===== src/logic/glb_pkg.sv =====
// ~~~~~~~~~~~~~~~~~~~~~~~~~~~~~~~~~~~~~~~~
// glb bank package
// widths, depths and request/response types
// ~~~~~~~~~~~~~~~~~~~~~~~~~~~~~~~~~~~~~~~~
package glb_pkg;

    // bank geometry, byte addressed
    localparam int BANK_ADDR_WIDTH  = 12;
    localparam int BANK_DATA_WIDTH  = 64;
    localparam int CFG_DATA_WIDTH   = 32;
    // addr bit 2 picks the upper cfg half-word
    localparam int BANK_BYTE_OFFSET = 3;
    localparam int SRAM_DEPTH       = 512;
    localparam int SRAM_ADDR_WIDTH  = $clog2(SRAM_DEPTH);

    // request queue depth doubles as initial request credits
    localparam int REQ_FIFO_DEPTH = 4;
    localparam int REQ_PTR_WIDTH  = $clog2(REQ_FIFO_DEPTH);
    localparam int REQ_CNT_WIDTH  = $clog2(REQ_FIFO_DEPTH + 1);

    // response slots owned by the consumer
    localparam int RSP_CREDITS   = 4;
    localparam int RSP_CNT_WIDTH = $clog2(RSP_CREDITS + 1);

    typedef logic [REQ_PTR_WIDTH-1:0]   req_ptr_t;
    typedef logic [REQ_CNT_WIDTH-1:0]   req_cnt_t;
    typedef logic [RSP_CNT_WIDTH-1:0]   rsp_cnt_t;
    typedef logic [SRAM_ADDR_WIDTH-1:0] sram_addr_t;

    // packet side, full word with bit mask
    typedef struct packed {
        logic                       wr;
        logic [BANK_ADDR_WIDTH-1:0] addr;
        logic [BANK_DATA_WIDTH-1:0] data;
        logic [BANK_DATA_WIDTH-1:0] bit_sel;
    } packet_req_t;

    typedef struct packed {
        logic                       valid;
        logic [BANK_DATA_WIDTH-1:0] data;
    } packet_rsp_t;

    // config side, half-word accesses
    typedef struct packed {
        logic                       wr_en;
        logic                       rd_en;
        logic [BANK_ADDR_WIDTH-1:0] wr_addr;
        logic [BANK_ADDR_WIDTH-1:0] rd_addr;
        logic [CFG_DATA_WIDTH-1:0]  wr_data;
    } cfg_req_t;

    typedef struct packed {
        logic [CFG_DATA_WIDTH-1:0] rd_data;
        logic                      rd_data_valid;
    } cfg_rsp_t;

    // one access toward the memory macro
    typedef struct packed {
        logic                       wr_en;
        logic                       rd_en;
        logic [BANK_ADDR_WIDTH-1:0] addr;
        logic [BANK_DATA_WIDTH-1:0] data_in;
        logic [BANK_DATA_WIDTH-1:0] bit_sel;
    } sram_req_t;

endpackage


===== src/logic/glb_req_fifo.sv =====
// ~~~~~~~~~~~~~~~~~~~~~~~~~~~~~~~~~~~~~~~~
// packet request queue
// small circular buffer of pending requests
// ~~~~~~~~~~~~~~~~~~~~~~~~~~~~~~~~~~~~~~~~
`timescale 1ns/1ns

module glb_req_fifo (
    input  logic                clk,
    input  logic                reset,

    input  logic                push,
    input  glb_pkg::packet_req_t push_data,

    input  logic                pop,
    output glb_pkg::packet_req_t pop_data,
    output logic                empty
);

// storage, no reset on payload
glb_pkg::packet_req_t entries [glb_pkg::REQ_FIFO_DEPTH];

glb_pkg::req_ptr_t wr_ptr;
glb_pkg::req_ptr_t rd_ptr;
glb_pkg::req_cnt_t count;

// head is always visible
assign pop_data = entries[rd_ptr];
assign empty    = (count == '0);

// write side
always_ff @(posedge clk) begin
    if (push) begin
        entries[wr_ptr] <= push_data;
    end
end

// pointers wrap on their own, depth is a power of two
always_ff @(posedge clk or posedge reset) begin
    if (reset) begin
        wr_ptr <= '0;
        rd_ptr <= '0;
    end
    else begin
        if (push) begin
            wr_ptr <= wr_ptr + 1'b1;
        end
        if (pop) begin
            rd_ptr <= rd_ptr + 1'b1;
        end
    end
end

// occupancy
// requester credits keep this from overflowing
always_ff @(posedge clk or posedge reset) begin
    if (reset) begin
        count <= '0;
    end
    else begin
        case ({push, pop})
            2'b10:   count <= count + 1'b1;
            2'b01:   count <= count - 1'b1;
            default: count <= count;
        endcase
    end
end

endmodule


===== src/logic/glb_packet_port.sv =====
// ~~~~~~~~~~~~~~~~~~~~~~~~~~~~~~~~~~~~~~~~
// packet port
// credit front end, queues and issues requests
// ~~~~~~~~~~~~~~~~~~~~~~~~~~~~~~~~~~~~~~~~
`timescale 1ns/1ns

module glb_packet_port (
    input  logic                 clk,
    input  logic                 reset,

    // requester side
    input  logic                 packet_req_valid,
    input  glb_pkg::packet_req_t packet_req,
    output logic                 req_credit,

    // consumer frees a response slot
    input  logic                 rsp_credit,

    // toward bank controller
    output logic                 pkt_valid,
    output glb_pkg::packet_req_t pkt,
    input  logic                 pkt_ready
);

glb_pkg::packet_req_t head;
logic                 q_empty;
logic                 q_pop;
logic                 xfer;
logic                 rd_take;
logic                 rsp_avail;
glb_pkg::rsp_cnt_t    rsp_cnt;

// pending request queue
glb_req_fifo req_q (
    .clk       (clk),
    .reset     (reset),
    .push      (packet_req_valid),
    .push_data (packet_req),
    .pop       (q_pop),
    .pop_data  (head),
    .empty     (q_empty)
);

assign rsp_avail = (rsp_cnt != '0);

// head waits if it is a read with no response slot
// writes behind it wait too, order is kept
assign pkt_valid = !q_empty && (head.wr || rsp_avail);
assign pkt       = head;

assign xfer    = pkt_valid && pkt_ready;
assign q_pop   = xfer;
// a read reserves its response slot on transfer
assign rd_take = xfer && !head.wr;

// one credit back per popped entry, a cycle later
always_ff @(posedge clk or posedge reset) begin
    if (reset) begin
        req_credit <= 1'b0;
    end
    else begin
        req_credit <= q_pop;
    end
end

// response slot counter
// starts full, take on read issue, give on rsp_credit
always_ff @(posedge clk or posedge reset) begin
    if (reset) begin
        rsp_cnt <= glb_pkg::rsp_cnt_t'(glb_pkg::RSP_CREDITS);
    end
    else begin
        case ({rsp_credit, rd_take})
            2'b10:   rsp_cnt <= rsp_cnt + 1'b1;
            2'b01:   rsp_cnt <= rsp_cnt - 1'b1;
            default: rsp_cnt <= rsp_cnt;
        endcase
    end
end

endmodule


===== config.mk =====
export PLATFORM = sky130hd
export DESIGN_NAME = glb_packet_port
export DESIGN_NICKNAME = d
export VERILOG_FILES = /design/src/logic/glb_pkg.sv /design/src/logic/glb_req_fifo.sv /design/src/logic/glb_packet_port.sv
export SDC_FILE = /design/constraint.sdc
export NUM_CORES = 1
export LEC_CHECK = 0
export BUFFER_PORTS_ARGS = -buffer_cell sky130_fd_sc_hd__buf_4
export CAP_MARGIN = 20
export CORE_MARGIN = 5
export CORE_UTILIZATION = 51
export CTS_CLUSTER_SIZE = 24
export DETAILED_ROUTE_END_ITERATION = 12
export GPL_ROUTABILITY_DRIVEN = 0
export PLACE_DENSITY = 0.72
export SETUP_SLACK_MARGIN = 0.5
export SYNTH_ARGS = -nofsm -noshare
export SYNTH_HDL_FRONTEND = slang
export SYNTH_HIERARCHICAL = 1
export SYNTH_SLANG_ARGS = --single-unit

===== constraint.sdc =====
create_clock -name clk -period 9.6 [get_ports clk]
set_clock_uncertainty 0.1 [all_clocks]
set_input_delay 0.96 -clock clk [delete_from_list [all_inputs] [get_ports clk]]
set_output_delay 0.96 -clock clk [all_outputs]
set_load 0.02 [all_outputs]

==> results of run 1 <==
==> path summary, 6_finish.rpt <==
path	startpoint	to	slack, ns	cells past startpoint
worst max-delay path	req_q/rd_ptr[0]	pkt[45]	4.82	4
worst min-delay path	reset	req_credit	0.17	2
worst max register to register	req_q/rd_ptr[0]	rsp_cnt[2]	5.96	9
worst min register to register	req_q/count[2]	req_q/count[2]	0.38	1
max in group asynchronous	reset	req_q/rd_ptr[1]	8.94	2
min in group clk	req_q/count[2]	req_q/count[2]	0.38	1
==> layout make-up <==
class | instances | area, um2 | area share, %
multi-input cells | 176 | 3490 | 13.7
repair buffers | 301 | 2260 | 8.89
inverters | 12 | 45.0 | 0.177
well taps | 532 | 666 | 2.62
clock buffers | 65 | 1460 | 5.73
flip-flops and latches | 575 | 17200 | 67.7
clock inverters | 39 | 293 | 1.15
==> report_power, final <==
| part | internal, mW | switching, mW | total, mW |
|---|---|---|---|
| Combinational | 1.19 | 1.48 | 2.67 |
| Sequential | 3.29 | 0.166 | 3.46 |
| Clock | 1.19 | 0.873 | 2.06 |
==> logic make-up after synthesis <==
logic type	share of synthesized area, %
DFF	82.2
xor gates and xnor gates	0.376
and+or+nand+nor	0.388
adders and majority gates	0.550
muxes	15.3
AOI/OAI and AO/OA	0.0239
buffers and inverters	1.23
==> cell usage after synthesis <==
master	count
nor3_1	3
dfstp_2	1
nand2_1	2
ha_1	6
buf_6	9
dfrtp_1	10
o21ai_0	1
fa_1	2
nor2_1	4
buf_2	17
and2_1	4
edfxtp_1	564
clkbuf_1	5
mux2i_1	2
mux4_2	141
inv_1	12
xor2_1	6
nor4_2	1
xnor2_1	3
buf_4	1
nand2b_1	1
==> metal layers <==
layer | vias to the layer above | share of wire [%]
li1 | 4066 | -
met1 | 4834 | 39
met2 | 289 | 49
met3 | 57 | 9.4
met4 | 4 | 2.1
met5 | - | 0.087
==> sequential cells by signal (all words and copies together) (netlist names) <==
| name | flops |
|---|---|
| req_q/wr_ptr | 2 |
| req_q/count | 3 |
| rsp_cnt | 3 |
| req_q/rd_ptr | 2 |
| req_credit | 1 |
| req_q/entries | 564 |
==> metrics by stage <==
step           std cells  hold WS [ns]  setup slack [ns]  util [%]  instance area [um2]
6_report            1700         0.172              4.82      62.4                25400
3_3_place_gp        1596         0.363              5.24      58.1                23700
2_1_floorplan        795         0.343              4.80         -                20900
3_5_place_dp        1596         0.371              5.22      58.1                23700
4_1_cts             1700         0.135              4.57      62.4                25400
5_1_grt             1700         0.170              4.36      62.4                25400
==> run_results.csv, run 1 <==
group,metric,value,unit
run_status,status,"finished, final reports clean",
route,drtPass1Iterations,4,
worst_setup_path,arrival,3.72,ns
global_routing,overflow,0,
layout,final_cell_mix,"564 x edfxtp_1, 301 x buf_4, 141 x mux4_2",
worst_setup_path,slowest_delay,0.81,ns
global_routing,gr-usage-met3,6.24,%
placement,hpwl,23900,um
worst_setup_path,slowest_stage,"buf_4",
route,final_antenna_net_count,0,
logic_synthesis,syn-num-nets,949,
clocking,clk_pin_slew,0.06,ns
route,drc_errors,0,
clocking,cts-root-buf,"clkbuf_16",
clocking,htreeDepth,2,
clocking,worstSkewPairLatency,0.58,ns
layout,nets,1276,
placement,io_buffers,288,
worst_setup_path,crit_type,"reg2out",
global_routing,grt_max_degree,67,
sta,slew_headroom,34.5,%
logic_synthesis,syn_inst,795,
sta,max_freq,0.209,GHz
floorplanning,num_rows,74,
floorplanning,die_h,213,um
sta,fin_crit_sh,49.7,%
route,routed_via_density,5.44,
worst_hold_path,hp-class,"in2async",
power_and_ir_drop,leakage,8.71,nW
global_routing,grt_pass1_vias,10100,
sta,finalMaxSlewViolations,0,
clocking,cts.sink_count,575,
global_routing,top_usage_layer,"met2",
logic_synthesis,yosys_warnings,6,
clocking,tritoncts,"built",
route,via_count,9250,
logic_synthesis,synthDistinctLibCells,21,
floorplanning,die-area,45200,um2
logic_synthesis,syn_area_per_cell,26.3,um2
route,wl_per_cell,23.1,um
route,routed_wl,39200,um
layout,layout_commonest_cell,"edfxtp_1",
power_and_ir_drop,total_power,8.19,mW
worst_setup_path,endpoint_kind,"output pin",
worst_setup_path,path_cells,"buf_4 > buf_4 > mux4_2 > buf_4",
clocking,postCtsSetupRepairBufs,0,
route,first_iter_violations,637,
run,cap_violations,0,
global_routing,use_met2,27.4,%
sta,min_period,4.78,ns
floorplanning,die_x,213,um
power_and_ir_drop,peakVddDrop,241,uV
sta,worst_pin_slew,0.983,ns
clocking,cts_hold_buf,0,
clocking,clock_path_buffers,3,
worst_setup_path,critPathRequiredTime,8.54,ns
floorplanning,io_pins,289,
floorplanning,initial_core_util,51.4,%
worst_setup_path,cp_num_buf_inv,3,
logic_synthesis,synth_area_leaders,"edfxtp_1 81%, mux4_2 15%, dfrtp_1 1.2%",
logic_synthesis,yosysSeqAreaShare,82.2,%
global_routing,grt_first_pass_wirelength,59800,um
worst_setup_path,start_kind,"register",
power_and_ir_drop,power_density,322,nW/um2
global_routing,antenna_found_initial,2,
worst_setup_path,crit_fanout,46,
layout,drive_gt1_share,45.3,%
logic_synthesis,ys_ff_latch,575,
layout,fillers,2743,
clocking,cts-resized-gates,0,
floorplanning,core_area,40700,um2
logic_synthesis,synth_largest_area_cell,"edfxtp_1",
worst_setup_path,crit_path_frequent_cell,"buf_4",
layout,syn_to_final_growth,21.4,%
sta,hold_viol,0,
sta,tns,0,ns
global_routing,gr-usage-met1,23.8,%
logic_synthesis,synth_top_area_share,80.9,%
global_routing,grt_usage,17.5,%
sta,setup_viol,0,
worst_setup_path,cp_top_family,"buffers and inverters",
logic_synthesis,netlist_area,20900,um2
layout,diodes,0,
sta,rsz0062_at_grt,"false",
clocking,numCtsBuffers,56,
Power figures use the tool's default switching activity.
==> run 2, diff against run 1 <==
clock period = 4.7 ns   (was 9.6 ns; I/O delays follow)
==> run 2 against run 1 <==
Critical path depth decreased by 1; largest power group unchanged; clock-buffer cell count increased by 9; final area increased by 5.6%; die area unchanged; flip-flop and latch count unchanged; largest cell class unchanged; utilization increased by 3.5 points; worst setup slack got worse by 3.3 ns; critical endpoint is now pkt[70]; combinational power increased by 120%.
==> run_results.csv, run 2 (synthesis results as in run 1) <==
group,metric,value,unit
run_status,status,"finished, final reports clean",
floorplanning,die_x,213,um
global_routing,grt_pass1_vias,11100,
sta,timing.hold.ws,0.152,ns
worst_setup_path,slowest_stage,"mux4_2",
power_and_ir_drop,power_density,624,nW/um2
worst_setup_path,slowest_delay,0.64,ns
clocking,tritoncts,"built",
layout,multi_input_area,3490,um2
layout,reg.largest.list,"req_q/entries: 564 flops, req_q/count: 3 flops, rsp_cnt: 3 flops",
layout,layout_commonest_cell,"edfxtp_1",
worst_setup_path,path_cells,"buf_12 > mux4_2 > buf_4",
floorplanning,num_rows,74,
worst_setup_path,r2r_end,"rsp_cnt[2]",
worst_hold_path,min_path_cells,3,
clocking,clk_pin_slew,0.06,ns
layout,largest_register_ffs,564,
clocking,cts-root-buf,"clkbuf_16",
layout,fin_util,65.9,%
sta,slew_headroom,33.6,%
sta,min_period,3.20,ns
clocking,cts_hold_buf,143,
placement,numPlacedInstances,1596,
placement,hpwl,23800,um
sta,tns,0,ns
route,first_iter_violations,562,
layout,fillers,2577,
clocking,numCtsBuffers,55,
layout,register_area,17200,um2
clocking,worstSkewPairLatency,0.57,ns
sta,worst_pin_slew,0.996,ns
sta,max_freq,0.312,GHz
power_and_ir_drop,peakVddDrop,509,uV
route,via_count,9869,
sta,fin_crit_sh,68.1,%
power_and_ir_drop,leakage,9.28,nW
clocking,htreeDepth,2,
sta,hold_viol,0,
sta,finalMaxSlewViolations,0,
layout,final_cell_mix,"564 x edfxtp_1, 295 x buf_4, 143 x dlygate4sd3_1",
route,drc_errors,0,
run,cap_violations,0,
clocking,postCtsSetupRepairBufs,0,
worst_setup_path,critPathLaunch,"req_q/rd_ptr[0]",
worst_setup_path,reg2reg_slack,2.06,ns
floorplanning,core_area,40700,um2
worst_setup_path,cp_top_family,"multiplexers",
worst_setup_path,critPathRequiredTime,4.13,ns
sta,setup_viol,0,
layout,drive_gt1_share,40.0,%
worst_setup_path,worstReg2RegStart,"req_q/rd_ptr[0]",
floorplanning,die-area,45200,um2
floorplanning,io_pins,289,
layout,nets,1419,
global_routing,grt_first_pass_wirelength,64800,um
route,routed_wl,42100,um
clocking,cts.sink_count,575,
sta,rsz0062_at_grt,"false",
floorplanning,initial_core_util,51.4,%
global_routing,grt_max_degree,142,
worst_setup_path,crit_fanout,78,
route,final_antenna_net_count,0,
worst_hold_path,hp-start,"pkt_ready",
worst_hold_path,min_to,"req_credit",
worst_setup_path,arrival,2.63,ns
worst_setup_path,crit_type,"reg2out",
worst_setup_path,endpoint_kind,"output pin",
worst_hold_path,hp-class,"in2reg",
worst_setup_path,start_kind,"register",
global_routing,antenna_found_initial,3,
worst_setup_path,reg2regPathDepth,8,
worst_setup_path,cp_num_buf_inv,2,
clocking,clock_path_buffers,3,
placement,io_buffers,288,
route,drtPass1Iterations,5,
layout,instances_no_fill,1840,
floorplanning,die_h,213,um
layout,syn_to_final_growth,28.2,%
layout,largest-register,"req_q/entries",
route,wl_per_cell,22.9,um
clocking,cts-resized-gates,0,
route,routed_via_density,5.36,
global_routing,grt_usage,18.9,%
global_routing,overflow,0,
[run 2: per-stage QoR]
| step | total power, mW | setup WS, ns | area, um2 |
|---|---|---|---|
| finish | 16.8 | 1.50 | 26800 |
| global route | 17.6 | 1.30 | 26800 |
| CTS | 17.0 | 1.39 | 26800 |
| detailed placement | 12.8 | 2.04 | 23800 |
| global placement | 12.8 | 2.05 | 23800 |
| floorplan | 10.6 | 1.81 | 21000 |
[run 2: worst min-delay path, delay by kind of cell]
kind / cells / cell delay, ns
buf+inv: 1 / 0.11
simple gates: 2 / 0.18
[run 2: worst max-delay path by stage]
stage / end / slack (ns) / depth (start not counted)
after floorplan: req_q/entries[2][0] / 1.81 / 3
after global placement: pkt[80] / 2.05 / 3
after detailed placement: pkt[89] / 2.04 / 3
after CTS: pkt[89] / 1.39 / 3
after global routing: pkt[96] / 1.30 / 3
final: pkt[70] / 1.50 / 3
[run 2: power by group]
part,switching [mW],total [mW],internal (mW)
combinational,3.22,5.79,2.58
clock,1.72,3.99,2.26
sequential,0.251,6.97,6.72
[run 2: layer usage]
| layer | share of wire [%] | wire length [um] | track usage, % |
|---|---|---|---|
| met4 | 1.9 | 794 | 4.99 |
| met3 | 8.3 | 3480 | 5.29 |
| met2 | 51 | 21700 | 32.3 |
| met5 | 0.064 | 27 | 0 |
| met1 | 38 | 16200 | 24.2 |
[run 2: layout make-up]
type | count | share of cell area, %
flip-flops and latches | 575 | 64.1
inverters | 12 | 0.168
clock inverters | 25 | 0.531
multi-input cells | 176 | 13.0
well taps | 532 | 2.48
diodes | 1 | 0.00932
clock buffers | 74 | 5.55
repair buffers | 445 | 14.1
==> run 3, diff against run 2 <==
ABC_AREA = 1   (was default)
clock period = 3 ns   (was 4.7 ns; I/O delays follow)
==> run 3 against run 2 <==
Total power increased by 84%; utilization down 0.53 points; routed wire length is 31% higher; critical path depth increased by 2; non-clock buffer count grew 29; global-route usage up 1.2 points; final cell count rose by 53%; sequential share of layout area down 5.8 points; sequential power increased by 56%; synthesized cell count up 120%; largest cell class unchanged; highest routed layer unchanged.
==> run_results.csv, run 3 <==
group,metric,value,unit
worst_setup_path,worstReg2RegStart,"req_q/rd_ptr[0]",
route,drtPass1Iterations,8,
sta,tns,0,ns
worst_setup_path,crit_fanout,48,
worst_setup_path,slowest_stage,"dfrtp_4",
floorplanning,die-area,49900,um2
logic_synthesis,syn_inst,1725,
layout,syn_to_final_growth,27.1,%
clocking,clk_pin_slew,0.06,ns
logic_synthesis,synthDistinctLibCells,23,
placement,io_buffers,288,
worst_setup_path,r2r_end,"rsp_cnt[2]",
logic_synthesis,synth_edf_count,564,
sta,min_period,2.48,ns
worst_hold_path,min_to,"rsp_cnt[0]",
clocking,numCtsBuffers,57,
logic_synthesis,synth_common_cells,"564 x edfxtp_1, 440 x nand2_1, 306 x inv_1, 282 x o211ai_1, 58 x buf_6",
floorplanning,core_area,45200,um2
global_routing,grt_max_degree,106,
logic_synthesis,synth_top_area_share,72.9,%
worst_setup_path,reg2regPathDepth,15,
power_and_ir_drop,total_power,30.8,mW
clocking,cts.sink_count,575,
sta,worst_pin_slew,0.983,ns
sta,slew_headroom,34.5,%
layout,fillers,3125,
logic_synthesis,ys_ff_latch,575,
worst_setup_path,critPathRequiredTime,2.60,ns
global_routing,grt_pass1_vias,14400,
logic_synthesis,yosys_warnings,6,
layout,nets,2317,
worst_setup_path,arrival,2.08,ns
worst_setup_path,path_cells,"buf_4 > buf_16 > o211ai_1 > nand2_1 > buf_4",
logic_synthesis,async_flop_share,1.91,%
floorplanning,io_pins,289,
route,first_iter_violations,1131,
power_and_ir_drop,peakVddDrop,740,uV
floorplanning,die_h,223,um
worst_setup_path,start_kind,"register",
clocking,htreeDepth,2,
power_and_ir_drop,leakage,11.8,nW
worst_setup_path,reg2reg_slack,0.64,ns
worst_setup_path,crit_type,"reg2out",
layout,drive_gt1_share,19.7,%
sta,setup_viol,0,
clocking,clock_path_buffers,3,
layout,largest-register,"req_q/entries",
worst_hold_path,hp-start,"rsp_credit",
sta,hold_viol,0,
logic_synthesis,synth_largest_area_cell,"edfxtp_1",
clocking,worstSkewPairLatency,0.61,ns
worst_hold_path,hp-class,"in2reg",
run_status,status,"finished, final reports clean",
layout,largest_register_ffs,564,
route,routed_wl,55100,um
floorplanning,initial_core_util,51.4,%
layout,reg.largest.list,"req_q/entries: 564 flops, req_q/count: 3 flops, rsp_cnt: 3 flops",
route,final_antenna_net_count,0,
global_routing,grt_first_pass_wirelength,78400,um
logic_synthesis,netlist_area,23200,um2
global_routing,overflow,0,
layout,layout_commonest_cell,"edfxtp_1",
global_routing,antenna_found_initial,4,
placement,hpwl,26600,um
sta,finalMaxSlewViolations,0,
route,wl_per_cell,19.6,um
logic_synthesis,synth-main-ff-cell,"edfxtp_1",
route,routed_via_density,5.19,
logic_synthesis,syn-num-nets,1879,
run,cap_violations,0,
logic_synthesis,synth_most_common_cell,"edfxtp_1",
worst_setup_path,cp_top_family,"buffers and inverters",
logic_synthesis,yosysSeqAreaShare,74.1,%
sta,rsz0062_at_grt,"true",
sta,fin_crit_sh,82.7,%
power_and_ir_drop,power_density,1040,nW/um2
worst_setup_path,endpoint_kind,"output pin",
worst_setup_path,crit_path_frequent_cell,"buf_4",
worst_hold_path,min_path_cells,4,
floorplanning,die_x,223,um
worst_setup_path,crit_cells,5,
logic_synthesis,synth_area_leaders,"edfxtp_1 73%, o211ai_1 9.1%, nand2_1 7.1%",
floorplanning,num_rows,78,
clocking,tritoncts,"built",
clocking,cts-root-buf,"clkbuf_16",
route,drc_errors,0,
layout,final_cell_mix,"564 x edfxtp_1, 436 x nand2_1, 299 x inv_1",
worst_setup_path,slowest_delay,0.50,ns
sta,max_freq,0.403,GHz
worst_setup_path,cp_num_buf_inv,3,
route,via_count,14600,
logic_synthesis,syn_area_per_cell,13.5,um2
global_routing,grt_usage,20.1,%
[run 3: how the worst max path moves through the flow]
stage / end / start / slack, ns
finish: pkt[16] / req_q/rd_ptr[0] / 0.52
global route: pkt[62] / req_q/rd_ptr[0] / 0.43
CTS: pkt[87] / req_q/rd_ptr[1] / 0.45
detailed placement: req_q/count[2] / req_q/rd_ptr[0] / 0.67
global placement: req_q/count[2] / req_q/rd_ptr[0] / 0.73
floorplan: req_q/entries[0][0] / req_q/wr_ptr[0] / -0.27
[run 3: logic make-up after synthesis]
kind of cell | count (synthesis) | share of synthesized area [%]
xor+xnor | 5 | 0.189
compound gates | 286 | 9.20
buf+inv | 402 | 8.70
simple gates | 449 | 7.33
flops | 575 | 74.1
fa+ha+maj | 8 | 0.495
[run 3: worst min-delay path, delay by kind of cell]
kind / cells / cell delay [ns]
adder cells (fa/ha/maj): 1 / 0.18
XOR/XNOR: 1 / 0.08
buffers and inverters: 2 / 0.16
[run 3: timing repair]
item                                   CTS  global route
buffers inserted                         3             3
resized for setup                       17            17
pin swaps                                1            22
setup endpoints to repair              140           145
hold buffers                           144             0
endpoints found under the hold margin  579             0
gates cloned                             5            11
[run 3: cell type report]
cell class                 count  area (um2)  area share (%)
sequential                   575       17200            58.3
timing repair buffer         474        4470            15.1
multi-input combinational    748        4030            13.6
clock buffer                  69        1510            5.13
inverter                     307        1170            3.97
tap                          600         751            2.54
clock inverter                36         373            1.26
antenna                        3        7.51          0.0254
[run 3: where the power goes]
part	switching [mW]	internal, mW
clock	2.87	4.26
sequential	0.377	10.5
combinational	8.10	4.63
[run 3: stage by stage]
step | setup slack [ns] | util [%] | area [um2] | instances | hold WS (ns)
after floorplan | -0.267 | - | 23300 | 1725 | -0.0346
after global placement | 0.727 | 56.7 | 25600 | 2538 | 0.110
after detailed placement | 0.672 | 56.7 | 25600 | 2538 | 0.111
after CTS | 0.453 | 64.6 | 29200 | 2795 | 0.0325
after global routing | 0.434 | 65.4 | 29500 | 2812 | 0.0556
final | 0.518 | 65.4 | 29500 | 2812 | 0.0522
[run 3: layer usage]
| metal | track usage, % | share of wire, % | vias to the layer above |
|---|---|---|---|
| met5 | 0 | 0.024 | - |
| met4 | 4.98 | 2.0 | 2 |
| met3 | 4.36 | 6.3 | 79 |
| met2 | 35.6 | 51 | 463 |
| met1 | 25.2 | 41 | 7164 |
| li1 | - | - | 6889 |
