[src/logic/glb_pkg.sv]
// ~~~~~~~~~~~~~~~~~~~~~~~~~~~~~~~~~~~~~~~~
// glb bank package
// widths, depths and request/response types
// ~~~~~~~~~~~~~~~~~~~~~~~~~~~~~~~~~~~~~~~~
package glb_pkg;

    // bank geometry, byte addressed
    localparam int BANK_ADDR_WIDTH  = 12;
    localparam int BANK_DATA_WIDTH  = 64;
    localparam int CFG_DATA_WIDTH   = 32;
    // addr bit 2 picks the upper cfg half-word
    localparam int BANK_BYTE_OFFSET = 3;
    localparam int SRAM_DEPTH       = 512;
    localparam int SRAM_ADDR_WIDTH  = $clog2(SRAM_DEPTH);

    // request queue depth doubles as initial request credits
    localparam int REQ_FIFO_DEPTH = 4;
    localparam int REQ_PTR_WIDTH  = $clog2(REQ_FIFO_DEPTH);
    localparam int REQ_CNT_WIDTH  = $clog2(REQ_FIFO_DEPTH + 1);

    // response slots owned by the consumer
    localparam int RSP_CREDITS   = 4;
    localparam int RSP_CNT_WIDTH = $clog2(RSP_CREDITS + 1);

    typedef logic [REQ_PTR_WIDTH-1:0]   req_ptr_t;
    typedef logic [REQ_CNT_WIDTH-1:0]   req_cnt_t;
    typedef logic [RSP_CNT_WIDTH-1:0]   rsp_cnt_t;
    typedef logic [SRAM_ADDR_WIDTH-1:0] sram_addr_t;

    // packet side, full word with bit mask
    typedef struct packed {
        logic                       wr;
        logic [BANK_ADDR_WIDTH-1:0] addr;
        logic [BANK_DATA_WIDTH-1:0] data;
        logic [BANK_DATA_WIDTH-1:0] bit_sel;
    } packet_req_t;

    typedef struct packed {
        logic                       valid;
        logic [BANK_DATA_WIDTH-1:0] data;
    } packet_rsp_t;

    // config side, half-word accesses
    typedef struct packed {
        logic                       wr_en;
        logic                       rd_en;
        logic [BANK_ADDR_WIDTH-1:0] wr_addr;
        logic [BANK_ADDR_WIDTH-1:0] rd_addr;
        logic [CFG_DATA_WIDTH-1:0]  wr_data;
    } cfg_req_t;

    typedef struct packed {
        logic [CFG_DATA_WIDTH-1:0] rd_data;
        logic                      rd_data_valid;
    } cfg_rsp_t;

    // one access toward the memory macro
    typedef struct packed {
        logic                       wr_en;
        logic                       rd_en;
        logic [BANK_ADDR_WIDTH-1:0] addr;
        logic [BANK_DATA_WIDTH-1:0] data_in;
        logic [BANK_DATA_WIDTH-1:0] bit_sel;
    } sram_req_t;

endpackage

[src/logic/glb_bank_ctrl.sv]
// ~~~~~~~~~~~~~~~~~~~~~~~~~~~~~~~~~~~~~~~~
// bank controller
// arbitrates config and packet access to the sram
// ~~~~~~~~~~~~~~~~~~~~~~~~~~~~~~~~~~~~~~~~
`timescale 1ns/1ns

module glb_bank_ctrl (
    input  logic                                clk,
    input  logic                                reset,

    // config agent, never refused
    input  glb_pkg::cfg_req_t                   cfg,
    output glb_pkg::cfg_rsp_t                   cfg_rsp,

    // packet agent
    input  logic                                pkt_valid,
    input  glb_pkg::packet_req_t                pkt,
    output logic                                pkt_ready,

    // memory side
    output glb_pkg::sram_req_t                  sram_req,
    input  logic [glb_pkg::BANK_DATA_WIDTH-1:0] mem_data_out,

    output glb_pkg::packet_rsp_t                packet_rsp
);

localparam int HW = glb_pkg::CFG_DATA_WIDTH;
localparam int UW = glb_pkg::BANK_DATA_WIDTH - glb_pkg::CFG_DATA_WIDTH;

// what kind of read is in flight
typedef struct packed {
    logic cfg_rd;
    logic pkt_rd;
    logic upper;
} rd_tag_t;

glb_pkg::sram_req_t sel;
rd_tag_t            sel_tag;
rd_tag_t            tag_d1;
rd_tag_t            tag_d2;
logic               run;
logic               cfg_busy;
logic               pkt_go;
logic               cfg_wr_upper;

// registered access, enables and payload split
logic                                wr_en_q;
logic                                rd_en_q;
logic [glb_pkg::BANK_ADDR_WIDTH-1:0] addr_q;
logic [glb_pkg::BANK_DATA_WIDTH-1:0] data_q;
logic [glb_pkg::BANK_DATA_WIDTH-1:0] bit_sel_q;

// last returned data, held between pulses
logic [glb_pkg::CFG_DATA_WIDTH-1:0]  cfg_hold;
logic [glb_pkg::BANK_DATA_WIDTH-1:0] pkt_hold;
logic [glb_pkg::CFG_DATA_WIDTH-1:0]  cfg_half;

// ready stays low until out of reset
always_ff @(posedge clk or posedge reset) begin
    if (reset) begin
        run <= 1'b0;
    end
    else begin
        run <= 1'b1;
    end
end

assign cfg_busy     = cfg.wr_en || cfg.rd_en;
assign pkt_ready    = run && !cfg_busy;
assign pkt_go       = pkt_valid && pkt_ready;
assign cfg_wr_upper = cfg.wr_addr[glb_pkg::BANK_BYTE_OFFSET-1];

// priority: cfg write, cfg read, packet
always_comb begin
    sel     = '0;
    sel_tag = '0;
    if (cfg.wr_en) begin
        sel.wr_en = 1'b1;
        sel.addr  = cfg.wr_addr;
        // pack half-word into the addressed half
        if (cfg_wr_upper) begin
            sel.data_in = {cfg.wr_data, {UW{1'b0}}};
            sel.bit_sel = {{HW{1'b1}}, {UW{1'b0}}};
        end
        else begin
            sel.data_in = {{UW{1'b0}}, cfg.wr_data};
            sel.bit_sel = {{UW{1'b0}}, {HW{1'b1}}};
        end
    end
    else if (cfg.rd_en) begin
        sel.rd_en      = 1'b1;
        sel.addr       = cfg.rd_addr;
        sel_tag.cfg_rd = 1'b1;
        sel_tag.upper  = cfg.rd_addr[glb_pkg::BANK_BYTE_OFFSET-1];
    end
    else if (pkt_go) begin
        sel.addr = pkt.addr;
        if (pkt.wr) begin
            sel.wr_en   = 1'b1;
            sel.data_in = pkt.data;
            sel.bit_sel = pkt.bit_sel;
        end
        else begin
            sel.rd_en      = 1'b1;
            sel_tag.pkt_rd = 1'b1;
        end
    end
end

// stage 1 control and read tags
always_ff @(posedge clk or posedge reset) begin
    if (reset) begin
        wr_en_q <= 1'b0;
        rd_en_q <= 1'b0;
        tag_d1  <= '0;
        tag_d2  <= '0;
    end
    else begin
        wr_en_q <= sel.wr_en;
        rd_en_q <= sel.rd_en;
        tag_d1  <= sel_tag;
        // tag lines up with sram read data
        tag_d2  <= tag_d1;
    end
end

// stage 1 payload
always_ff @(posedge clk) begin
    addr_q    <= sel.addr;
    data_q    <= sel.data_in;
    bit_sel_q <= sel.bit_sel;
end

assign sram_req = '{
    wr_en:   wr_en_q,
    rd_en:   rd_en_q,
    addr:    addr_q,
    data_in: data_q,
    bit_sel: bit_sel_q
};

// half-word steering for cfg reads
assign cfg_half = tag_d2.upper ? mem_data_out[HW +: HW] : mem_data_out[0 +: HW];

// capture returned data for hold
always_ff @(posedge clk) begin
    if (tag_d2.cfg_rd) begin
        cfg_hold <= cfg_half;
    end
    if (tag_d2.pkt_rd) begin
        pkt_hold <= mem_data_out;
    end
end

assign cfg_rsp.rd_data_valid = tag_d2.cfg_rd;
assign cfg_rsp.rd_data       = tag_d2.cfg_rd ? cfg_half : cfg_hold;

assign packet_rsp.valid = tag_d2.pkt_rd;
assign packet_rsp.data  = tag_d2.pkt_rd ? mem_data_out : pkt_hold;

endmodule

[config.mk]
export PLATFORM = sky130hd
export DESIGN_NAME = glb_bank_ctrl
export DESIGN_NICKNAME = d
export VERILOG_FILES = /design/src/logic/glb_pkg.sv /design/src/logic/glb_bank_ctrl.sv
export SDC_FILE = /design/constraint.sdc
export NUM_CORES = 1
export LEC_CHECK = 0
export BUFFER_PORTS_ARGS = -buffer_cell sky130_fd_sc_hd__buf_2
export CAP_MARGIN = 20
export CORE_AREA = 3 3 195 197
export CTS_BUF_LIST = sky130_fd_sc_hd__clkbuf_8
export CTS_CLUSTER_SIZE = 10
export DETAILED_ROUTE_END_ITERATION = 8
export DIE_AREA = 0 0 198 200
export GPL_TIMING_DRIVEN = 0
export PLACE_DENSITY = 0.5
export SETUP_SLACK_MARGIN = 0.3
export SYNTH_ARGS = -nofsm -noshare
export SYNTH_HDL_FRONTEND = slang
export SYNTH_SLANG_ARGS = --single-unit
[constraint.sdc]
create_clock -name clk -period 1.5 [get_ports clk]
set_input_delay 0.15 -clock clk [delete_from_list [all_inputs] [get_ports clk]]
set_output_delay 0.15 -clock clk [all_outputs]
set_load 0.05 [all_outputs]
==> summary.md, run 1 <==
| Metric | Value |
|---|---|
| Clock skew | 18.02 ps |
| Post-route minimum period | 2050 ps |
| Syn Inst Count | just over 700 |
| Mapped Area | around 8500 um^2 |
| Max cap viols | 0 |
| Final nets | 1771 |
| Reg-to-reg endpoint | data_q[39] |
| Syn avg cell area | 11.95 um^2 |
| Hold wc startpoint | mem_data_out[60] |
| Hold Path Depth | 2 |
| # rows | 70 |
| Status | finished with violations |
| Largest net degree at the start of global routing | 12 |
| Clk root buf | clkbuf_8 |
| Library cells used by synthesis | 25 |
| Pleak | 8.342 nW |
| R2r setup slk | -120 ps |
| I/O pin cnt | 507 |
| Fin area | 18910 um^2 |
| Placement Cell Area | 12110 um^2 |
| Fin worst setup slack | -550.4 ps |
| Die Y | about 200 um |
| First-pass GRT wire length | 57.50 mm |
| Register area share after synthesis | 58.19% |
| Synth Warn # | 0 |
| Die area | between 30000 and 40000 um^2 |
| Worst skew pair latency | between 500 and 600 ps |
| Placer's final routability congestion estimate | 0.8296 |
| Power per standard cell area | 1197 nW/um^2 |
| Syn Nets | 978 |
| Fill count | roughly 3000 |
| Total grt overflow | 0 |
| Clk sinks | between 200 and 250 |
| Vias | 9297 |
| DRT Pass-1 Iters | 5 |
| Launching point of the worst reg2reg path | run |
| Die width | slightly below 200 um |
| Hold WS | -137.1 ps |
| H-tree Lvls | 2 |
| Hold Crit Class | input pin to flip-flop |
| Max Fanout on Critical Path | 8 |
| Kind of critical path | flip-flop to output pin |
| Total CTS buffers | 45 |
| Slew @ Worst Pin | 888.8 ps |
| Finish-stage setup viols | 115 |
| Initial Util | 23.35% |
| Worst-path clk slew | 60 ps |
| Final WL | 42.02 mm |
| DR vias/cell | 4.635 |
| CTS Hold Bufs | 198 |
| Hold Path End | pkt_hold[60] |
| Setup TNS | -47070 ps |
| #FFs+latches synth | 245 |
| Core ar. | 36430 um^2 |
| Layout cells sized above 1 | 62.35% |
| Crit path arrival time | around 1900 ps |
| FMAX | 0.4877 GHz |
| Clock Tree Buf Depth | 3 |
| Worst setup SP type | flip-flop |
| Relative slew margins | between 40% and 50% |
| Worst R2R Path Depth | 6 |
| P&R area growth vs syn | 122.3% |
| Slew Limit Fails | 0 |
| Failing checks | negative hold slack, negative setup slack |
| Post-route ant nets | 0 |
| Antenna fix cells | 0 |
| # DRC | 0 |
| Fin crit share | 136.7% |
| Final hold violation count | a little over 90 |
| Drt wl/cell | about 21 um |
| Initial antenna violation count | 0 |
| Worst Path Required | 1350 ps |
| Worst Setup End Kind | output pin |
| Total chip power | ~23 mW |
| Initial DRC count | 301 |
| Hpwl dp | 27.17 mm |
| GRT Util Overall | between 10% and 20% |
| Count of input and output buffers | 505 |
| RSZ-0062 raised after global routing | yes |
| Vias in the first global route | 9910 |
| Worst supply voltage drop on vdd | 0.8711 mV |
| CTS tree | done |
critical path, cell delays in order (launching register included):
cell and delay (ps):
dfrtp_1 390, buf_12 160, buf_16 160, mux2i_4 190
a21oi_4 210, buf_6 190
area by class of cell:
type	count	area (um^2)	area share (%)
repair buffers	747	7076	37.42
inverters	3	11.26	0.05955
clock buffers	61	839.6	4.440
multi-input cells	387	4354	23.03
flip-flops and latches	245	5081	26.87
clock inverters	19	137.6	0.7278
plain buffers	76	825.8	4.367
well taps	468	585.6	3.096
registers in the layout (all words and copies together), names as in the netlist, 3 cells and up:
signal     cells
tag_d1         3
pkt_hold      64
addr_q        12
bit_sel_q     64
data_q        64
cfg_hold      32
report_power, final:
part / switching, mW / internal, mW
Combinational: 4.61 / 3.45
Clock: 2.98 / 3.96
Sequential: 0.288 / 7.34
placed cells by master (no fill, tap or decap), types with 19 or more instances in the layout:
cell type	synthesis	final
buf_6	5	101
nor2_1	32	31
a21oi_4	0	35
clkbuf_1	28	19
buf_8	0	137
mux2i_4	0	30
nand2b_1	33	33
a21oi_2	0	29
dfxtp_2	0	104
buf_2	30	308
dfxtp_1	236	132
clkbuf_8	0	66
mux2_4	0	54
a32o_1	64	60
mux2i_1	64	33
dlygate4sd3_1	0	198
worst max-delay path by stage:
stage | from | endpoint | slack, ps
6_report | tag_d2[0] | cfg_rsp[12] | -550
4_1_cts | tag_d2[0] | cfg_rsp[16] | -590
2_1_floorplan | packet_rsp[64] | pkt_hold[10] | 140
3_5_place_dp | packet_rsp[64] | packet_rsp[31] | -180
3_3_place_gp | packet_rsp[64] | packet_rsp[58] | -160
5_1_grt | packet_rsp[64] | packet_rsp[14] | -620
cells by family (layout without fill, tap and decap cells):
family                 after synthesis  after routing  synth area share (%)
AOI/OAI and AO/OA                  173            173                 15.62
buffers and inverters               80            906                 4.721
DFF                                245            245                 58.19
muxes                              128            128                 16.00
other                                1              1               0.04408
and+or+nand+nor                     85             85                 5.427
synth_stat cells:
cell,number,area [um^2]
conb_1,1,3.750
dfxtp_1,236,4725
a221o_1,12,120.1
a22oi_1,32,240.2
mux2i_1,64,640.6
nand4b_1,1,8.760
buf_4,7,52.55
a21oi_1,64,320.3
a32o_1,64,640.6
a21o_1,1,7.510
buf_6,5,56.30
nand2b_1,33,206.5
nor3b_1,1,7.510
nor2b_1,2,12.51
inv_1,3,11.26
and3b_1,1,8.760
nand2_1,1,3.750
buf_2,30,150.1
dfrtp_1,9,225.2
mux2_2,64,720.7
buf_1,7,26.28
and2_1,13,81.33
and4bb_1,1,12.51
clkbuf_1,28,105.1
nor2_1,32,120.1
metal layers:
layer | wire (um) | global-route usage (%) | vias to the layer above
li1 | - | - | 4217
met1 | 15450 | 20.95 | 4490
met2 | 21040 | 32.30 | 467
met3 | 3601 | 6.260 | 123
met4 | 1921 | 8.886 | 0
met5 | 0 | 0 | -
stage by stage:
stage / setup WS, ps / cells / util, %
after floorplan: 137.7 / 712 / -
after global placement: -158.0 / 1685 / 33.24
after detailed placement: -177.9 / 1685 / 33.24
after CTS: -585.2 / 1996 / 47.32
after global routing: -617.6 / 2006 / 51.90
final: -550.4 / 2006 / 51.90
what timing repair did:
item	4_1_cts	5_1_grt
pin swaps	93	19
gates cloned	14	7
endpoints found under the hold margin	246	95
resized for setup	480	547
setup buffers	19	4
setup endpoints to repair	472	452
Power figures use the tool's default switching activity.
==> inputs of run 2 (changes only) <==
CORE_AREA = 2 2 200 202   (was 3 3 195 197)
DIE_AREA = 0 0 202 204   (was 0 0 198 200)
PLACE_DENSITY = 0.48   (was 0.5)
==> run 2 against run 1 <==
- the run still ends with negative hold slack, negative setup slack left
- clock power down 5.5%
- power decreased by 3.0%
- first-iteration DRC count up 31%
- clock-buffer cell count shrank 4
- cell count increased by 3.1%
- non-clock buffer count up 4
- critical path depth unchanged
- utilization down 4.8 points
- global-route usage shrank 0.80 points
- sequential power about the same
- register-to-register slack is essentially flat
- critical path type unchanged
- largest power group unchanged
==> summary.md, run 2 (synthesis results as in run 1) <==
| Metric | Value |
|---|---|
| RSZ-0062 raised after global routing | yes |
| Total CTS buffers | 46 (+2.2%) |
| Commonest non-fill, non-tap cell in the layout | buf_2 |
| FMAX | 0.4876 GHz (about the same) |
| Fin util | 47.13% (-4.8 points) |
| Clk sinks | 245 (unchanged) |
| Fin area | 18470 um^2 (-2.3%) |
| Launching point of the worst reg2reg path | run |
| Die Y | 204 um (+2.0%) |
| Drt wl/cell | 19.86 um (-5.2%) |
| Kind of critical path | flip-flop to output pin |
| Die area | 41210 um^2 (+4.1%) |
| Hold Path Depth | 2 (unchanged) |
| Regs by FF count | bit_sel_q x64, data_q x64, pkt_hold x64 |
| Max Fanout on Critical Path | 6 (-2) |
| Max cap viols | 0 (unchanged) |
| Hold wc startpoint | mem_data_out[44] |
| Clock Tree Buf Depth | 3 (unchanged) |
| Failing checks | negative hold slack, negative setup slack |
| H-tree Lvls | 2 (unchanged) |
| Placement Cell Area | 12180 um^2 (+0.59%) |
| Core ar. | 39180 um^2 (+7.5%) |
| Worst skew pair latency | 600 ps (+20 ps) |
| Final WL | 41.07 mm (-2.3%) |
| Worst-path clk slew | 60 ps (about the same) |
| Area taken by multi-input logic gates | 4124 um^2 (-5.3%) |
| # rows | 73 (+4.3%) |
| Die width | 202 um (+2.0%) |
| Worst setup SP type | flip-flop |
| Fin worst setup slack | -550.9 ps (-0.5280 ps) |
| Crit path arrival time | 1900 ps (about the same) |
| Reg-to-reg endpoint | addr_q[8] |
| Post-route ant nets | 0 (unchanged) |
| Worst R2R Path Depth | 6 (unchanged) |
| DR vias/cell | 4.407 (-4.9%) |
| Placed cell count | 1742 (+3.4%) |
| Setup TNS | -49080 ps (-2007 ps) |
| Finish-stage setup viols | 141 (+23%) |
| Hold WS | -145.0 ps (-7.895 ps) |
| P&R area growth vs syn | 117.1% |
| I/O pin cnt | 507 (unchanged) |
| Count of input and output buffers | 505 (unchanged) |
| Largest net degree at the start of global routing | 13 (+1) |
| Register area | 5069 um^2 (-0.25%) |
| # DRC | 0 (unchanged) |
| Antenna fix cells | 0 (unchanged) |
| Relative slew margins | 47.15% (+6.4 points) |
| Worst supply voltage drop on vdd | 0.8209 mV (-5.8%) |
| Layout cells sized above 1 | 59.36% (-3.0 points) |
| Worst Setup End Kind | output pin |
| DRT Pass-1 Iters | 5 (unchanged) |
| Initial DRC count | 394 (+31%) |
| Filler-free cell count of the finished design | 2068 (+3.1%) |
| Vias in the first global route | 9531 (-3.8%) |
| CTS Hold Bufs | 198 (unchanged) |
| CTS tree | done |
| Final hold violation count | 92 (unchanged) |
| Final nets | 1776 (+0.28%) |
| Vias | 9114 (-2.0%) |
| Initial antenna violation count | 1 (+1) |
| Total grt overflow | 0 (unchanged) |
| First-pass GRT wire length | 56.60 mm (-1.6%) |
| Clock skew | 21.22 ps (+3.200 ps) |
| Hold Crit Class | input pin to flip-flop |
| Worst Path Required | 1350 ps (about the same) |
| Most frequent cells in the layout | 321 x buf_2, 198 x dlygate4sd3_1, 142 x dfxtp_1, 112 x buf_8, 109 x buf_6 |
| GRT Util Overall | 17.92% (-0.80 points) |
| Hold Path End | pkt_hold[44] |
| Pleak | 8.213 nW (-1.6%) |
| Fill count | 3430 (+14%) |
| Placer's final routability congestion estimate | 0.8266 (-0.36%) |
| Status | finished with violations |
| Slew Limit Fails | 0 (unchanged) |
| Post-route minimum period | 2051 ps (+0.5280 ps) |
| Initial Util | 21.71% (-1.6 points) |
| Slew @ Worst Pin | 792.8 ps (-95.97 ps) |
| Power per standard cell area | 1188 nW/um^2 (-0.72%) |
| Hpwl dp | 26.61 mm (-2.1%) |
| R2r setup slk | -130 ps (about the same) |
| Clk root buf | clkbuf_8 |
| Fin crit share | 136.7% (about the same) |
-- run 2: worst max-delay path: stages (launching register included) --
cell,delay [ps]
dfrtp_2,430
buf_12,160
buf_12,130
buf_16,130
mux2_4,310
buf_8,150
-- run 2: metrics by stage --
step / hold WS (ps) / power [mW] / worst slack, ps
CTS: -228.2 / 21.26 / -623.2
detailed placement: 268.8 / 13.23 / -235.0
global placement: 265.9 / 13.20 / -230.7
finish: -145.0 / 21.94 / -550.9
floorplan: -22.08 / 11.72 / 137.7
global route: -194.9 / 22.83 / -633.7
-- run 2: power breakdown --
part	total [mW]	internal [mW]	switching (mW)
sequential	7.60	7.34	0.266
clock	6.55	3.59	2.97
combinational	7.79	3.25	4.54
total	21.9	14.2	7.77
-- run 2: worst max path at each step --
stage / start / end / slack (ps) / depth (start not counted)
after global placement: packet_rsp[64] / packet_rsp[29] / -230 / 4
after detailed placement: packet_rsp[64] / packet_rsp[28] / -230 / 4
after CTS: tag_d2[0] / cfg_rsp[17] / -620 / 5
after global routing: packet_rsp[64] / packet_rsp[5] / -630 / 5
final: packet_rsp[64] / packet_rsp[5] / -550 / 5
after floorplan: packet_rsp[64] / pkt_hold[10] / 140 / 3
-- run 2: cell type report --
class                           count  share of cell area [%]
Timing Repair Buffer              750                   37.21
Clock buffer                       57                   4.248
Buffer                             77                   4.431
Multi-Input combinational cell    387                   22.33
Sequential cell                   245                   27.44
Clock inverter                     24                  0.7181
Inverter                            3                 0.06097
Tap cell                          525                   3.557
-- run 2: repair_timing --
action	4_1_cts	5_1_grt
buffers inserted	15	14
gates cloned	8	10
setup endpoints to repair	468	453
endpoints found under the hold margin	245	94
gates resized for setup	315	592
pin swaps	12	57
-- run 2: per-layer routing --
| layer | vias up | GRT usage, % | share of wire (%) | wire (um) |
|---|---|---|---|---|
| met5 | - | 0 | 0.032 | 13 |
| met4 | 2 | 7.169 | 3.0 | 1244 |
| met3 | 83 | 6.059 | 8.3 | 3393 |
| met2 | 447 | 31.00 | 50 | 20560 |
| met1 | 4374 | 20.27 | 39 | 15860 |
| li1 | 4208 | - | - | - |
==> inputs of run 3 (changes only) <==
clock period = 2 ns   (was 1.5 ns; I/O delays follow)
==> run 3 against run 2 <==
- the run ends with negative setup slack left
- sequential share of layout area grew 2.1 points
- critical path type unchanged
- largest power group is now registers
- die area stayed put
- clock power down 26%
- setup slack better by 470 ps
==> summary.md, run 3 (synthesis results as in run 1) <==
| Metric | Value |
|---|---|
| Status | finished with violations |
| Failing checks | negative setup slack |
| Clock Tree Buf Depth | 3 (unchanged) |
| FMAX | 0.4809 GHz |
| First-pass GRT wire length | 55.79 mm (-1.4%) |
| Hold wc startpoint | cfg[46] |
| Max cap viols | 0 (unchanged) |
| Area taken by multi-input logic gates | 3585 um^2 (-13%) |
| Initial Util | 21.71% (unchanged) |
| Initial antenna violation count | 3 (+2) |
| Fin crit share | 104.0% |
| Crit path arrival time | 1880 ps (-20 ps) |
| Die area | 41210 um^2 (unchanged) |
| Largest net degree at the start of global routing | 13 (unchanged) |
| Reg-to-reg endpoint | bit_sel_q[20] |
| Vias | 9165 (+0.56%) |
| Regs by FF count | bit_sel_q x64, data_q x64, pkt_hold x64 |
| # DRC | 0 (unchanged) |
| GRT Util Overall | 17.54% (-0.38 points) |
| Worst setup SP type | flip-flop |
| DR vias/cell | 4.356 (-1.2%) |
| Final nets | 1814 (+2.1%) |
| Count of input and output buffers | 505 (unchanged) |
| Kind of critical path | flip-flop to output pin |
| Slew Limit Fails | 0 (unchanged) |
| P&R area growth vs syn | 96.88% |
| Most used cell, CP | buf_8 |
| Die Y | 204 um (unchanged) |
| Worst Path Required | 1800 ps (+450 ps) |
| Finish-stage setup viols | 39 (-72%) |
| Drt wl/cell | 18.54 um (-6.7%) |
| Total chip power | 15.92 mW (-27%) |
| Layout cells sized above 1 | 47.40% (-12 points) |
| Hold WS | 62.70 ps (+207.7 ps) |
| DRT Pass-1 Iters | 5 (unchanged) |
| Die width | 202 um (unchanged) |
| Worst supply voltage drop on vdd | 0.4803 mV (-41%) |
| R2r setup slk | 510 ps (+640 ps) |
| Power per standard cell area | 950.7 nW/um^2 (-20%) |
| Final hold violation count | 0 (-100%) |
| CP Cell Sequence | buf_6, buf_8, clkbuf_16, mux2_4, buf_8 |
| # rows | 73 (unchanged) |
| Hold Crit Class | input pin to flip-flop |
| Post-route minimum period | 2079 ps |
| Placer's final routability congestion estimate | 0.8475 (+2.5%) |
| Total grt overflow | 0 (unchanged) |
| Relative slew margins | 60.68% (+14 points) |
| Total CTS buffers | 46 (unchanged) |
| Register area | 4950 um^2 (-2.3%) |
| I/O pin cnt | 507 (unchanged) |
| Worst Setup End Kind | output pin |
| Filler-free cell count of the finished design | 2104 (+1.7%) |
| Fin worst setup slack | -79.32 ps (+471.6 ps) |
| Hpwl dp | 26.68 mm (+0.29%) |
| Most frequent cells in the layout | 424 x buf_2, 261 x dlygate4sd3_1, 236 x dfxtp_1, 95 x buf_6, 64 x a32o_1 |
| Initial DRC count | 391 (-0.76%) |
| Commonest non-fill, non-tap cell in the layout | buf_2 |
| Max Fanout on Critical Path | 5 (-1) |
| Worst-path clk slew | 60 ps (about the same) |
| Slew @ Worst Pin | 589.8 ps (-203.0 ps) |
| Hold Path End | bit_sel_q[32] |
| Fill count | 3666 (+6.9%) |
| Pleak | 7.845 nW (-4.5%) |
| Clk root buf | clkbuf_8 |
| Worst skew pair latency | 580 ps (-20 ps) |
| Worst stage delay on the critical path | 400 ps (-30 ps) |
| Core ar. | 39180 um^2 (unchanged) |
| Launching point of the worst reg2reg path | run |
| H-tree Lvls | 2 (unchanged) |
| Placed cell count | 1742 (unchanged) |
| RSZ-0062 raised after global routing | yes |
| Vias in the first global route | 9801 (+2.8%) |
| Worst R2R Path Depth | 4 (-2) |
| Clock skew | 8.562 ps (-12.66 ps) |
| Clk sinks | 245 (unchanged) |
| Hold Path Depth | 3 (+1) |
| CP max-delay cell | dfrtp_1 |
| Post-route ant nets | 0 (unchanged) |
| Final WL | 39.00 mm (-5.0%) |
| CTS tree | done |
## run 3: how the worst max path moves through the flow
stage / from / endpoint / depth (start not counted) / slack, ps
after global placement: cfg_rsp[0] / cfg_rsp[2] / 4 / -120
after global routing: packet_rsp[64] / packet_rsp[30] / 5 / -160
after floorplan: cfg_rsp[0] / cfg_hold[1] / 3 / 130
final: packet_rsp[64] / packet_rsp[30] / 5 / -80
after CTS: packet_rsp[64] / packet_rsp[18] / 4 / -160
after detailed placement: cfg_rsp[0] / cfg_rsp[2] / 4 / -160
## run 3: layout make-up
cell class / instances / share of cell area, %
antenna: 1 / 0.01494
sequential: 245 / 29.55
timing repair buffer: 788 / 36.07
tap: 525 / 3.922
inverter: 3 / 0.06723
multi-input combinational: 387 / 21.40
buffer: 77 / 3.661
clock buffer: 53 / 4.355
clock inverter: 25 / 0.9487
## run 3: worst max-delay path: cells and delay by family (launching register included)
kind,cells,cell delay (ps)
buffers and inverters,4,580
DFF,1,400
muxes,1,320
## run 3: what timing repair did
item	4_1_cts	5_1_grt
hold endpoints to repair	237	0
buffers inserted	15	3
gates cloned	3	1
pin swaps	32	2
hold buffers	261	0
setup endpoints to repair	126	97
resized for setup	241	117
## run 3: power breakdown
part           switching [mW]  leakage, nW  internal, mW
logic                    3.30         5.24          2.17
registers               0.161         2.08          5.48
clock network            2.17        0.521          2.65
## run 3: stage by stage
step                setup TNS [ps]  util (%)  cell area (um^2)  worst slack (ps)
CTS                         -10100     41.46             16250            -157.4
global route                 -9440     42.74             16750            -161.6
finish                       -1323     42.74             16750            -79.32
global placement            -622.4     30.14             11810            -121.5
detailed placement           -1560     30.14             11810            -163.3
floorplan                        0         -              8625             132.7
## run 3: metal layers
metal	global-route usage, %	part of all wire, %
met5	0	0.062
met4	7.143	3.5
met2	31.42	51
met1	18.94	38
met3	5.915	7.7
